## src/m72_mem_defines.svh

```systemverilog
// Bus widths, CPU address map, SDRAM region bases and CPU clock enable divide
`ifndef M72_MEM_DEFINES_SVH
`define M72_MEM_DEFINES_SVH

// ======================================================================
// Widths
// ======================================================================
`define M72_CPU_AW    20
`define M72_SDR_AW    25
`define M72_HS_AW     17

// ======================================================================
// CPU address map
// ======================================================================
`define M72_ROM_END   20'h7FFFF     // ROM is read-only
`define M72_RAM_START 20'hA0000
`define M72_RAM_END   20'hA3FFF     // Work RAM window

// High-score accesses share the CPU RAM region base
`define M72_ROM_BASE  25'h0000000
`define M72_RAM_BASE  25'h0100000

// One CPU clock enable pulse per this many running cycles
`define M72_CE_DIV    4

`endif

```

## src/cpu_bus_pkg.sv

```systemverilog
// CPU bus and high-score bus types for the SDRAM bridge
`default_nettype none
`include "m72_mem_defines.svh"

package cpu_bus_pkg;

    typedef logic [`M72_CPU_AW-1:0] cpu_addr_t;   // CPU byte address
    typedef logic [15:0]            data_word_t;
    typedef logic [1:0]             byte_sel_t;   // Bit 1 is the high lane
    typedef logic [`M72_HS_AW-1:0]  hs_addr_t;    // High-score byte address

    typedef struct packed {
        cpu_addr_t  addr;
        data_word_t dout;
        byte_sel_t  sel;
        logic       rd;
        logic       wr;
    } cpu_bus_t;

    typedef struct packed {
        hs_addr_t   addr;
        logic [7:0] din;
        logic       rd;
        logic       wr;
    } hs_bus_t;

endpackage

`default_nettype wire

```

## src/sdram_pkg.sv

```systemverilog
// SDRAM request and response types for the CPU port
`default_nettype none
`include "m72_mem_defines.svh"

package sdram_pkg;

    typedef logic [`M72_SDR_AW-1:0] sdr_addr_t;

    // One access as sent to the SDRAM port
    typedef struct packed {
        sdr_addr_t               addr;
        cpu_bus_pkg::data_word_t din;
        cpu_bus_pkg::byte_sel_t  wr_sel;   // 00 means read
        logic                    is_hs;
        logic                    odd;
    } mem_req_t;

    // Returned word with the tag of the request that produced it
    typedef struct packed {
        cpu_bus_pkg::data_word_t data;
        logic                    is_hs;
        logic                    odd;
    } mem_resp_t;

endpackage

`default_nettype wire

```

## src/request_capture.sv

```systemverilog
// Strobe edge detection, CPU region decode, byte realignment and request forming
`default_nettype none
`include "m72_mem_defines.svh"

module request_capture (
    input  wire                     CLK_32M,
    input  wire                     reset_n,
    input  wire cpu_bus_pkg::cpu_bus_t cpu_bus,
    input  wire cpu_bus_pkg::hs_bus_t  hs_bus,
    output sdram_pkg::mem_req_t     req,
    output logic                    req_valid
);

    logic cpu_rd_q;
    logic cpu_wr_q;
    logic hs_rd_q;
    logic hs_wr_q;
    logic cpu_edge;
    logic hs_edge;
    logic rom_hit;
    logic ram_hit;
    logic cpu_go;
    logic hs_go;
    cpu_bus_pkg::data_word_t cpu_word_out;
    cpu_bus_pkg::byte_sel_t  cpu_word_sel;
    sdram_pkg::sdr_addr_t    cpu_base;
    sdram_pkg::sdr_addr_t    cpu_word_addr;
    sdram_pkg::mem_req_t     req_nxt;

    // ==================================================================
    // Strobe edges
    // ==================================================================
    always_ff @(posedge CLK_32M or negedge reset_n) begin
        if (!reset_n) begin
            cpu_rd_q <= 1'b0;
            cpu_wr_q <= 1'b0;
            hs_rd_q  <= 1'b0;
            hs_wr_q  <= 1'b0;
        end else begin
            cpu_rd_q <= cpu_bus.rd;
            cpu_wr_q <= cpu_bus.wr;
            hs_rd_q  <= hs_bus.rd;
            hs_wr_q  <= hs_bus.wr;
        end
    end

    assign cpu_edge = (cpu_bus.rd & ~cpu_rd_q) | (cpu_bus.wr & ~cpu_wr_q);
    assign hs_edge  = (hs_bus.rd & ~hs_rd_q) | (hs_bus.wr & ~hs_wr_q);

    // ==================================================================
    // CPU decode and realignment
    // ==================================================================
    assign rom_hit = (cpu_bus.addr <= `M72_ROM_END);
    assign ram_hit = (cpu_bus.addr >= `M72_RAM_START) && (cpu_bus.addr <= `M72_RAM_END);

    assign cpu_base      = ram_hit ? `M72_RAM_BASE : `M72_ROM_BASE;
    assign cpu_word_addr = cpu_base |
        {{(`M72_SDR_AW-`M72_CPU_AW){1'b0}}, cpu_bus.addr[`M72_CPU_AW-1:1], 1'b0};

    // Odd byte goes out on the high lane
    assign cpu_word_out = cpu_bus.addr[0] ? {cpu_bus.dout[7:0], 8'h00} : cpu_bus.dout;
    assign cpu_word_sel = cpu_bus.addr[0] ? {cpu_bus.sel[0], 1'b0} : cpu_bus.sel;

    assign cpu_go = cpu_edge & (rom_hit | ram_hit);   // Unmapped makes no request
    assign hs_go  = hs_edge & ~cpu_go;                // CPU first

    always_comb begin
        req_nxt = '0;
        if (cpu_go) begin
            req_nxt.addr   = cpu_word_addr;
            req_nxt.din    = cpu_word_out;
            req_nxt.wr_sel = (cpu_bus.wr && ram_hit) ? cpu_word_sel : 2'b00;
            req_nxt.is_hs  = 1'b0;
            req_nxt.odd    = cpu_bus.addr[0];
        end else begin
            req_nxt.addr   = `M72_RAM_BASE | {{(`M72_SDR_AW-`M72_HS_AW){1'b0}}, hs_bus.addr};
            req_nxt.din    = {hs_bus.din, hs_bus.din};
            req_nxt.wr_sel = hs_bus.wr ? {hs_bus.addr[0], ~hs_bus.addr[0]} : 2'b00;
            req_nxt.is_hs  = 1'b1;
            req_nxt.odd    = hs_bus.addr[0];
        end
    end

    always_ff @(posedge CLK_32M) begin
        if (cpu_go || hs_go) begin
            req <= req_nxt;
        end
    end

    always_ff @(posedge CLK_32M or negedge reset_n) begin
        if (!reset_n) begin
            req_valid <= 1'b0;
        end else begin
            req_valid <= cpu_go | hs_go;
        end
    end

    a_cpu_rd_wr_excl: assert property (@(posedge CLK_32M) disable iff (!reset_n)
        !(cpu_bus.rd && cpu_bus.wr));

endmodule

`default_nettype wire

```

## src/request_slot.sv

```systemverilog
// Single outstanding SDRAM request, SDRAM port drive and stalling CPU clock enable
`default_nettype none
`include "m72_mem_defines.svh"

module request_slot (
    input  wire                          CLK_32M,
    input  wire                          reset_n,
    input  wire sdram_pkg::mem_req_t     req,
    input  wire                          req_valid,
    input  wire cpu_bus_pkg::data_word_t sdr_dout,
    input  wire                          sdr_rdy,
    output sdram_pkg::sdr_addr_t         sdr_addr,
    output cpu_bus_pkg::data_word_t      sdr_din,
    output cpu_bus_pkg::byte_sel_t       sdr_wr_sel,
    output logic                         sdr_req,
    output logic                         sdr_busy,
    output sdram_pkg::mem_resp_t         resp,
    output logic                         resp_valid,
    output logic                         cpu_ce
);

    localparam int CE_W = $clog2(`M72_CE_DIV);
    localparam logic [CE_W-1:0] CE_LAST = CE_W'(`M72_CE_DIV - 1);

    typedef enum logic {
        IDLE,
        WAIT
    } slot_state_t;

    slot_state_t     state;
    slot_state_t     state_nxt;
    logic            accept;
    logic            done;
    logic            tag_is_hs;
    logic            tag_odd;
    logic [CE_W-1:0] ce_cnt;

    assign accept   = (state == IDLE) && req_valid;   // Busy slot drops the request
    assign done     = (state == WAIT) && sdr_rdy;
    assign sdr_busy = (state == WAIT);

    // ==================================================================
    // Slot FSM
    // ==================================================================
    always_comb begin
        state_nxt = state;
        case (state)
            IDLE: begin
                if (req_valid) state_nxt = WAIT;
            end
            WAIT: begin
                if (sdr_rdy) state_nxt = IDLE;
            end
            default: state_nxt = IDLE;
        endcase
    end

    always_ff @(posedge CLK_32M or negedge reset_n) begin
        if (!reset_n) begin
            state      <= IDLE;
            sdr_req    <= 1'b0;
            resp_valid <= 1'b0;
        end else begin
            state      <= state_nxt;
            sdr_req    <= accept;
            resp_valid <= done;
        end
    end

    // SDRAM outputs hold until sdr_rdy
    always_ff @(posedge CLK_32M) begin
        if (accept) begin
            sdr_addr   <= req.addr;
            sdr_din    <= req.din;
            sdr_wr_sel <= req.wr_sel;
            tag_is_hs  <= req.is_hs;
            tag_odd    <= req.odd;
        end
        if (done) begin
            resp.data  <= sdr_dout;
            resp.is_hs <= tag_is_hs;
            resp.odd   <= tag_odd;
        end
    end

    // ==================================================================
    // CPU clock enable
    // ==================================================================
    always_ff @(posedge CLK_32M or negedge reset_n) begin
        if (!reset_n) begin
            ce_cnt <= '0;
            cpu_ce <= 1'b0;
        end else begin
            cpu_ce <= 1'b0;
            if (state_nxt == IDLE) begin   // Frozen while a request is outstanding
                ce_cnt <= (ce_cnt == CE_LAST) ? '0 : ce_cnt + 1'b1;
                cpu_ce <= (ce_cnt == CE_LAST);
            end
        end
    end

    a_rdy_only_in_wait: assert property (@(posedge CLK_32M) disable iff (!reset_n)
        sdr_rdy |-> state == WAIT);

    a_req_one_cycle: assert property (@(posedge CLK_32M) disable iff (!reset_n)
        sdr_req |=> !sdr_req);

endmodule

`default_nettype wire

```

## src/response_steer.sv

```systemverilog
// Read data latch and steering to the CPU word or the high-score byte
`default_nettype none

module response_steer (
    input  wire                           CLK_32M,
    input  wire                           reset_n,
    input  wire sdram_pkg::mem_resp_t     resp,
    input  wire                           resp_valid,
    input  wire cpu_bus_pkg::cpu_bus_t    cpu_bus,
    output cpu_bus_pkg::data_word_t       cpu_mem_in,
    output logic [7:0]                    hs_data_out,
    output logic                          hs_data_ready
);

    logic                    cpu_resp;
    logic                    hs_resp;
    cpu_bus_pkg::data_word_t cpu_word;

    assign cpu_resp = resp_valid & ~resp.is_hs;
    assign hs_resp  = resp_valid & resp.is_hs;

    // ==================================================================
    // Data latches
    // ==================================================================
    always_ff @(posedge CLK_32M) begin
        if (cpu_resp) begin
            cpu_word <= resp.data;
        end
        if (hs_resp) begin
            hs_data_out <= resp.odd ? resp.data[15:8] : resp.data[7:0];
        end
    end

    always_ff @(posedge CLK_32M or negedge reset_n) begin
        if (!reset_n) begin
            hs_data_ready <= 1'b0;
        end else begin
            hs_data_ready <= hs_resp;
        end
    end

    // Odd CPU address reads the high byte in the low lane
    assign cpu_mem_in = cpu_bus.addr[0] ? {8'h00, cpu_word[15:8]} : cpu_word;

    a_hs_ready_pulse: assert property (@(posedge CLK_32M) disable iff (!reset_n)
        hs_data_ready |=> !hs_data_ready);

endmodule

`default_nettype wire

```

## src/m72_mem_bridge.sv

```systemverilog
// Top level of the CPU and high-score to SDRAM bridge
`default_nettype none

module m72_mem_bridge (
    input  wire                           CLK_32M,
    input  wire                           reset_n,
    input  wire cpu_bus_pkg::cpu_bus_t    cpu_bus,
    input  wire cpu_bus_pkg::hs_bus_t     hs_bus,
    input  wire cpu_bus_pkg::data_word_t  sdr_dout,
    input  wire                           sdr_rdy,
    output logic                          cpu_ce,
    output cpu_bus_pkg::data_word_t       cpu_mem_in,
    output logic [7:0]                    hs_data_out,
    output logic                          hs_data_ready,
    output sdram_pkg::sdr_addr_t          sdr_addr,
    output cpu_bus_pkg::data_word_t       sdr_din,
    output cpu_bus_pkg::byte_sel_t        sdr_wr_sel,
    output logic                          sdr_req,
    output logic                          sdr_busy
);

    sdram_pkg::mem_req_t  req;
    logic                 req_valid;
    sdram_pkg::mem_resp_t resp;
    logic                 resp_valid;

    request_capture u_capture (
        .CLK_32M   (CLK_32M),
        .reset_n   (reset_n),
        .cpu_bus   (cpu_bus),
        .hs_bus    (hs_bus),
        .req       (req),
        .req_valid (req_valid)
    );

    request_slot u_slot (
        .CLK_32M    (CLK_32M),
        .reset_n    (reset_n),
        .req        (req),
        .req_valid  (req_valid),
        .sdr_dout   (sdr_dout),
        .sdr_rdy    (sdr_rdy),
        .sdr_addr   (sdr_addr),
        .sdr_din    (sdr_din),
        .sdr_wr_sel (sdr_wr_sel),
        .sdr_req    (sdr_req),
        .sdr_busy   (sdr_busy),
        .resp       (resp),
        .resp_valid (resp_valid),
        .cpu_ce     (cpu_ce)
    );

    response_steer u_steer (
        .CLK_32M       (CLK_32M),
        .reset_n       (reset_n),
        .resp          (resp),
        .resp_valid    (resp_valid),
        .cpu_bus       (cpu_bus),
        .cpu_mem_in    (cpu_mem_in),
        .hs_data_out   (hs_data_out),
        .hs_data_ready (hs_data_ready)
    );

endmodule

`default_nettype wire

```

## config.mk

```make
export PLATFORM = sky130hd
export DESIGN_NAME = m72_mem_bridge
export DESIGN_NICKNAME = d
export VERILOG_FILES = /design/src/cpu_bus_pkg.sv /design/src/sdram_pkg.sv /design/src/request_capture.sv /design/src/request_slot.sv /design/src/response_steer.sv /design/src/m72_mem_bridge.sv
export VERILOG_INCLUDE_DIRS = /design/src /design/src/src
export SDC_FILE = /design/constraint.sdc
export NUM_CORES = 1
export LEC_CHECK = 0
export ABC_AREA = 1
export BUFFER_PORTS_ARGS = -buffer_cell sky130_fd_sc_hd__buf_2
export CAP_MARGIN = 20
export CELL_PAD_IN_SITES_DETAIL_PLACEMENT = 2
export CELL_PAD_IN_SITES_GLOBAL_PLACEMENT = 2
export CORE_AREA = 2 2 147 149
export CTS_BUF_LIST = sky130_fd_sc_hd__clkbuf_8
export DETAILED_ROUTE_END_ITERATION = 16
export DIE_AREA = 0 0 149 151
export PLACE_DENSITY_LB_ADDON = 0.1
export SYNTH_ARGS = -nofsm -noshare
export SYNTH_HDL_FRONTEND = slang
export SYNTH_SLANG_ARGS = --single-unit
```

## constraint.sdc

```tcl
create_clock -name CLK_32M -period 3.2 [get_ports CLK_32M]
set_input_delay 0 -clock CLK_32M [delete_from_list [all_inputs] [get_ports CLK_32M]]
set_output_delay 0 -clock CLK_32M [all_outputs]
set_load 0.05 [all_outputs]
```

==> results of run 1 <==
[cell type report]
cell class              count  share of cell area (%)
clock buffers              17                    3.18
clock inverters            15                    2.59
inverters                  35                    1.79
multi-input cells         190                    12.2
flip-flops and latches    136                    54.7
well taps                 275                    4.68
repair buffers            230                    20.8
[sequential cells by signal, summed over array words and instances (netlist names)]
signal                 cells
u_slot.sdr_wr_sel          2
u_slot.tag_is_hs           1
u_slot.resp_valid          1
u_slot.sdr_req             1
u_capture.req_valid        1
u_slot.sdr_din            16
u_slot.sdr_busy            1
u_capture.cpu_wr_q         1
u_steer.hs_data_out        8
u_steer.hs_data_ready      1
u_capture.req             41
u_capture.hs_rd_q          1
u_capture.cpu_rd_q         1
u_slot.ce_cnt              2
u_slot.resp               18
u_steer.cpu_word          16
u_capture.hs_wr_q          1
u_slot.cpu_ce              1
u_slot.sdr_addr           21
u_slot.tag_odd             1
[repair_timing]
action,in CTS,in global routing
endpoints found under the setup margin,0,0
hold endpoints to repair,72,0
hold buffers,73,0
[per-layer routing]
layer | vias up | part of all wire, % | global-route usage [%]
li1 | 1753 | - | -
met1 | 1824 | 40 | 13.8
met2 | 100 | 53 | 23.4
met3 | 13 | 5.7 | 3.89
met4 | 0 | 1.4 | 4.90
met5 | - | 0 | 0
[cells in the mapped netlist]
cell type  number  area (sq um)
nand2_1        71           267
ha_1            1          12.5
nor2_2          1          6.26
nand2_2         1          6.26
buf_4           7          52.6
o21a_1          1          7.51
nand3_1        38           190
buf_2           8          40.0
dfrtp_1        12           300
a21oi_1        18          90.1
or2_2           1          6.26
clkbuf_1        2          7.51
nand3_2         1          10.0
nand2_4         1          11.3
conb_1          1          3.75
mux2_2          8          90.1
o21ai_0         2          10.0
nor2_1         41           154
inv_1          35           131
edfxtp_1      124          3720
buf_6           3          33.8
o21ai_2         1          8.76
[per-stage QoR]
| stage | util [%] | setup slack [ns] | power, mW | cell area [sq um] |
|---|---|---|---|---|
| after floorplan | - | 0.846 | 2.73 | 5170 |
| after global placement | 29.8 | 1.06 | 2.93 | 6190 |
| after detailed placement | 29.8 | 1.02 | 2.95 | 6190 |
| after CTS | 35.3 | 1.02 | 4.58 | 7350 |
| after global routing | 35.3 | 0.898 | 4.71 | 7350 |
| final | 35.3 | 1.11 | 4.50 | 7350 |
[path summary, 6_finish.rpt]
| check | start | endpoint | slack [ns] | cells past startpoint |
|---|---|---|---|---|
| worst max-delay path | u_capture.cpu_rd_q | u_capture.req[7] | 1.11 | 6 |
| worst min-delay path | cpu_bus[16] | u_capture.req[16] | 0.03 | 5 |
| worst max register to register | u_capture.cpu_rd_q | u_capture.req[7] | 1.11 | 6 |
| worst min register to register | u_capture.req[31] | u_slot.sdr_addr[11] | 0.42 | 0 |
| max in group asynchronous | reset_n | u_capture.hs_wr_q | 2.14 | 3 |
| min in group asynchronous | reset_n | u_capture.req_valid | 0.64 | 3 |
[critical path, delay by kind of cell (launching register included)]
family / cells / cell delay (ns)
AOI/OAI and AO/OA: 1 / 0.08
and+or+nand+nor: 3 / 0.98
DFF: 1 / 0.33
buffers and inverters: 2 / 0.45
[cell families after synthesis]
kind of cell	Yosys count	share of synthesized area [%]
mux	8	1.75
flops	136	77.9
fa+ha+maj	1	0.242
buf+inv	55	5.14
simple gates	155	12.6
compound gates	22	2.25
other cells	1	0.0726
[where the power goes]
group	switching [mW]	internal, mW	total (mW)	leakage (nW)
logic	0.534	0.225	0.758	1.63
registers	0.0595	2.16	2.22	1.33
clock network	0.731	0.787	1.52	0.214
total	1.32	3.17	4.50	3.17
==> metrics.txt, run 1 <==
I/O pin total 157; unrepaired setup endpoints after global routing no; Avg Vias per Cell 4.11; minimum clock period 2.09 ns; Max stage delay on crit path 0.56 ns; Crit-path slowest cell nand3_2; pwr/cell area 612 mW/mm^2; CTS Root Cell clkbuf_8; Fmax 0.478 GHz; final hold vios 0; syn_area_per_cell 13.7 sq um; Mapped Area 0.00516 sq mm; final cell count without fillers 898; CP Cell Sequence inv_1, nand2_1, o21ai_4, nand2_4, nand3_2, buf_4; Die ar. 0.0225 sq mm; vias in the first global route 4,051; Setup crit end kind register; CP Class reg -> reg; setup_tns 0 ns; first-pass GRT wire length 21,300 microns; Routed WL 13,900 microns; GPL Wtd Cong 0.704; row count 53; max cap viols 0; CTS tree done; I/O Buffers 152; post-route ant nets 0; htree depth 4; Core ar. 0.0208 sq mm; TritonCTS buffer count 17; Reg area 0.00402 sq mm; measured slew at the worst slew-check pin 0.960 ns; Yosys warnings 0; area occupied by multi-input gates 897 sq um; P&R area growth vs syn 42.4%; Die Span Y 151 microns; Max Slew Vio Count 0; Cells after DPL 793; Fin Hold WS 0.0299 ns; layout net count 697; Tot GR Track Use 12.8%; sequential share of the synthesized area 77.9%; share of cells above drive strength 1 32.7%; Rel. slew slack 36.0%; Final HPWL DP 9220 microns; Finish-stage setup viols 0; Required @ worst endpoint 3.39 ns; commonest non-fill, non-tap cell in the layout buf_2; Initial DRC Count 107; fill count 2,243; Post-CTS Resized 0; Setup Buffers After CTS 0; Max VDD drop 0.268 mV; via count 3,690; Inserted Diodes 0; DR WL/cell 15.4 microns; critical path startpoint category register; die width 149 microns; Distinct cells, synth 22; Clock Pin Slew Worst Setup and Hold Paths 0.08 ns; Initial Util 24.8%; Worst-Skew Late Latency 0.44 ns; worst hold path class in -> reg; Clock Tree Buf Depth 2; Critical Path AT 2.28 ns; clock tree sinks 136; TritonRoute pass-1 iters 4; crit path max fanout 31; GR Overflow Total 0; Setup Skew 0.0107 ns; initial antenna violation count 0; cells after synthesis 378; status completed; most frequent cells in the layout buf_2, edfxtp_1, dlygate4sd3_1; fin crit share 65.4%; drc violations 0; largest net degree at the start of global routing 53; leakage 3.17 nW; flops & latches, synth 136
Power figures use the tool's default switching activity.
==> run 2: changes to the inputs <==
==> constraint.sdc (replaced) <==
create_clock -name CLK_32M -period 1.95 [get_ports CLK_32M]
set_input_delay 0 -clock CLK_32M [delete_from_list [all_inputs] [get_ports CLK_32M]]
set_output_delay 0 -clock CLK_32M [all_outputs]
set_load 0.05 [all_outputs]
==> run 2 against run 1 <==
  * Clock power increased by 59%
  * Register-to-register slack lost 0.96 ns
  * Final cell count grew 0.45%
  * Sequential power is 64% higher
  * First-iteration DRC count is 21% lower
  * Critical path type unchanged
  * Critical endpoint is now u_capture.req[19]
  * Largest power group unchanged
==> metrics.txt, run 2 (synthesized netlist as in run 1, its figures left out) <==
Regs by FF count u_capture.req: 41 flops, u_slot.sdr_addr: 21 flops, u_slot.resp: 18 flops; worst hold path class in -> reg; Worst-Skew Late Latency 0.44 ns (about the same); WP buf/inv 2 (unchanged); post-route ant nets 0 (unchanged); Worst setup endpoint u_capture.req[19]; Crit path depth 7 (+1); critical path startpoint category register; most used cell, CP nand2_1; measured slew at the worst slew-check pin 0.596 ns (-0.364 ns); GPL Wtd Cong 0.696 (-1.2%); crit path max fanout 20 (-35%); layout net count 701 (+0.57%); Inserted Diodes 0 (unchanged); first-pass GRT wire length 21,700 microns (+1.7%); GR Overflow Total 0 (unchanged); TritonRoute pass-1 iters 4 (unchanged); commonest non-fill, non-tap cell in the layout buf_2; Final Power 7.32 mW (+63%); r2r setup slk 0.15 ns (-0.96 ns); clock tree sinks 136 (unchanged); Setup Buffers After CTS 0 (unchanged); Setup Skew 0.0143 ns (+0.00362 ns); Rel. slew slack 60.1% (+24 points); unrepaired setup endpoints after global routing no; CP Class reg -> reg; RR Startpoint u_capture.cpu_rd_q; Tot GR Track Use 13.0% (+0.26 points); I/O Buffers 152 (unchanged); minimum clock period 1.80 ns (-0.289 ns); reg2reg path depth 7 (+1); Critical Path AT 2.00 ns (-0.28 ns); Initial Util 24.8% (unchanged); leakage 3.19 nW (+0.51%); CTS tree done; Routed WL 14,100 microns (+2.0%); final hold vios 0 (unchanged); FF-to-FF End u_capture.req[19]; Initial DRC Count 85 (-21%); Critical Path Start u_capture.cpu_rd_q; Final HPWL DP 9280 microns (+0.71%); Required @ worst endpoint 2.15 ns (-1.24 ns); status completed; row count 53 (unchanged); fin crit share 92.5% (+27 points); vias in the first global route 4,010 (-1.0%); setup_tns 0 ns (unchanged); max FFs per register 41 (unchanged); initial antenna violation count 0 (unchanged); CP delay by family, top buffers and inverters; Setup crit end kind register; largest net degree at the start of global routing 43 (-19%); Finish-stage setup viols 0 (unchanged); CTS Root Cell clkbuf_8; drc violations 0 (unchanged); Fmax 0.554 GHz (+16%); Clock Tree Buf Depth 2 (unchanged); DR WL/cell 15.7 microns (+1.5%); P&R area growth vs syn 43.2%; Die Span Y 151 microns (unchanged); Die ar. 0.0225 sq mm (unchanged); Top reg by flops u_capture.req; via count 3,644 (-1.2%); share of cells above drive strength 1 33.2% (+0.43 points); TritonCTS buffer count 17 (unchanged); CP Cell Sequence inv_1, nand2_1, o21ai_4, nand2_4, nand2_1, nand2_1, dlygate4sd3_1; Max stage delay on crit path 0.54 ns (-0.02 ns); Clock Pin Slew Worst Setup and Hold Paths 0.09 ns (about the same); max cap viols 0 (unchanged); Max Slew Vio Count 0 (unchanged); Max VDD drop 0.391 mV (+46%); Core ar. 0.0208 sq mm (unchanged); die width 149 microns (unchanged); Avg Vias per Cell 4.04 (-1.7%); Crit-path slowest cell dlygate4sd3_1; I/O pin total 157 (unchanged); most frequent cells in the layout buf_2, edfxtp_1, dlygate4sd3_1; pwr/cell area 991 mW/mm^2 (+62%); htree depth 4 (unchanged)
-- run 2: cell count changes in the layout (fill, tap and decap cells not counted) --
| cell | previous run | this run |
|---|---|---|
| buf_6 | 0 | 2 |
| dlygate4sd3_1 | 73 | 72 |
| buf_12 | 0 | 2 |
| clkinv_4 | 6 | 2 |
| buf_4 | 5 | 6 |
| inv_6 | 5 | 4 |
| clkinv_1 | 1 | 2 |
| clkinv_2 | 0 | 3 |
| clkinvlp_4 | 0 | 1 |
-- run 2: metal layers --
layer  track usage [%]  share of wire [%]
met2              23.8                 55
met4              5.57                1.1
met5                 0                  0
met3              3.34                4.3
met1              14.3                 40
-- run 2: final cells by class --
| class | instances | area [sq um] |
|---|---|---|
| clock inverters | 15 | 173 |
| clock buffers | 17 | 234 |
| flip-flops and latches | 136 | 4020 |
| multi-input cells | 190 | 897 |
| inverters | 35 | 131 |
| fillers | 2204 | 13400 |
| well taps | 275 | 344 |
| repair buffers | 234 | 1590 |
-- run 2: worst min-delay path, delay by kind of cell --
kind	cells	cell delay, ns
and+or+nand+nor	3	0.18
buffers and inverters	1	0.08
AOI/OAI and AO/OA	1	0.11
-- run 2: report_power, final --
group	leakage, nW	total (mW)	switching (mW)	internal (mW)
Combinational	1.65	1.26	0.886	0.378
Clock	0.206	2.42	1.15	1.27
Sequential	1.33	3.64	0.0992	3.54
Total	3.19	7.32	2.13	5.19
-- run 2: timing repair --
action | CTS | global route
gates resized for setup | 0 | 2
endpoints found under the hold margin | 72 | 0
setup endpoints to repair | 0 | 1
hold buffers | 72 | 0
-- run 2: worst min-delay path by stage --
stage	slack, ns	to	start	cells after the start
2_1_floorplan	-0.30	u_capture.cpu_rd_q	reset_n	0
6_report	0.04	u_capture.req[16]	cpu_bus[16]	5
4_1_cts	0.002	u_capture.req[16]	cpu_bus[16]	5
3_3_place_gp	-0.09	u_slot.cpu_ce	reset_n	1
5_1_grt	0.01	u_capture.req[6]	cpu_bus[6]	5
3_5_place_dp	-0.09	u_slot.cpu_ce	reset_n	1
-- run 2: through the flow --
stage                     hold WS, ns  util, %  setup WS (ns)  instance area (sq um)  std cells
after global routing           0.0125     35.5         0.0320                   7390        902
after detailed placement      -0.0906     30.1          0.451                   6260        798
final                          0.0375     35.5          0.146                   7390        902
after CTS                     0.00246     35.5         0.0235                   7380        902
after global placement        -0.0893     30.1          0.481                   6260        798
after floorplan                -0.296        -         0.0239                   5180        381
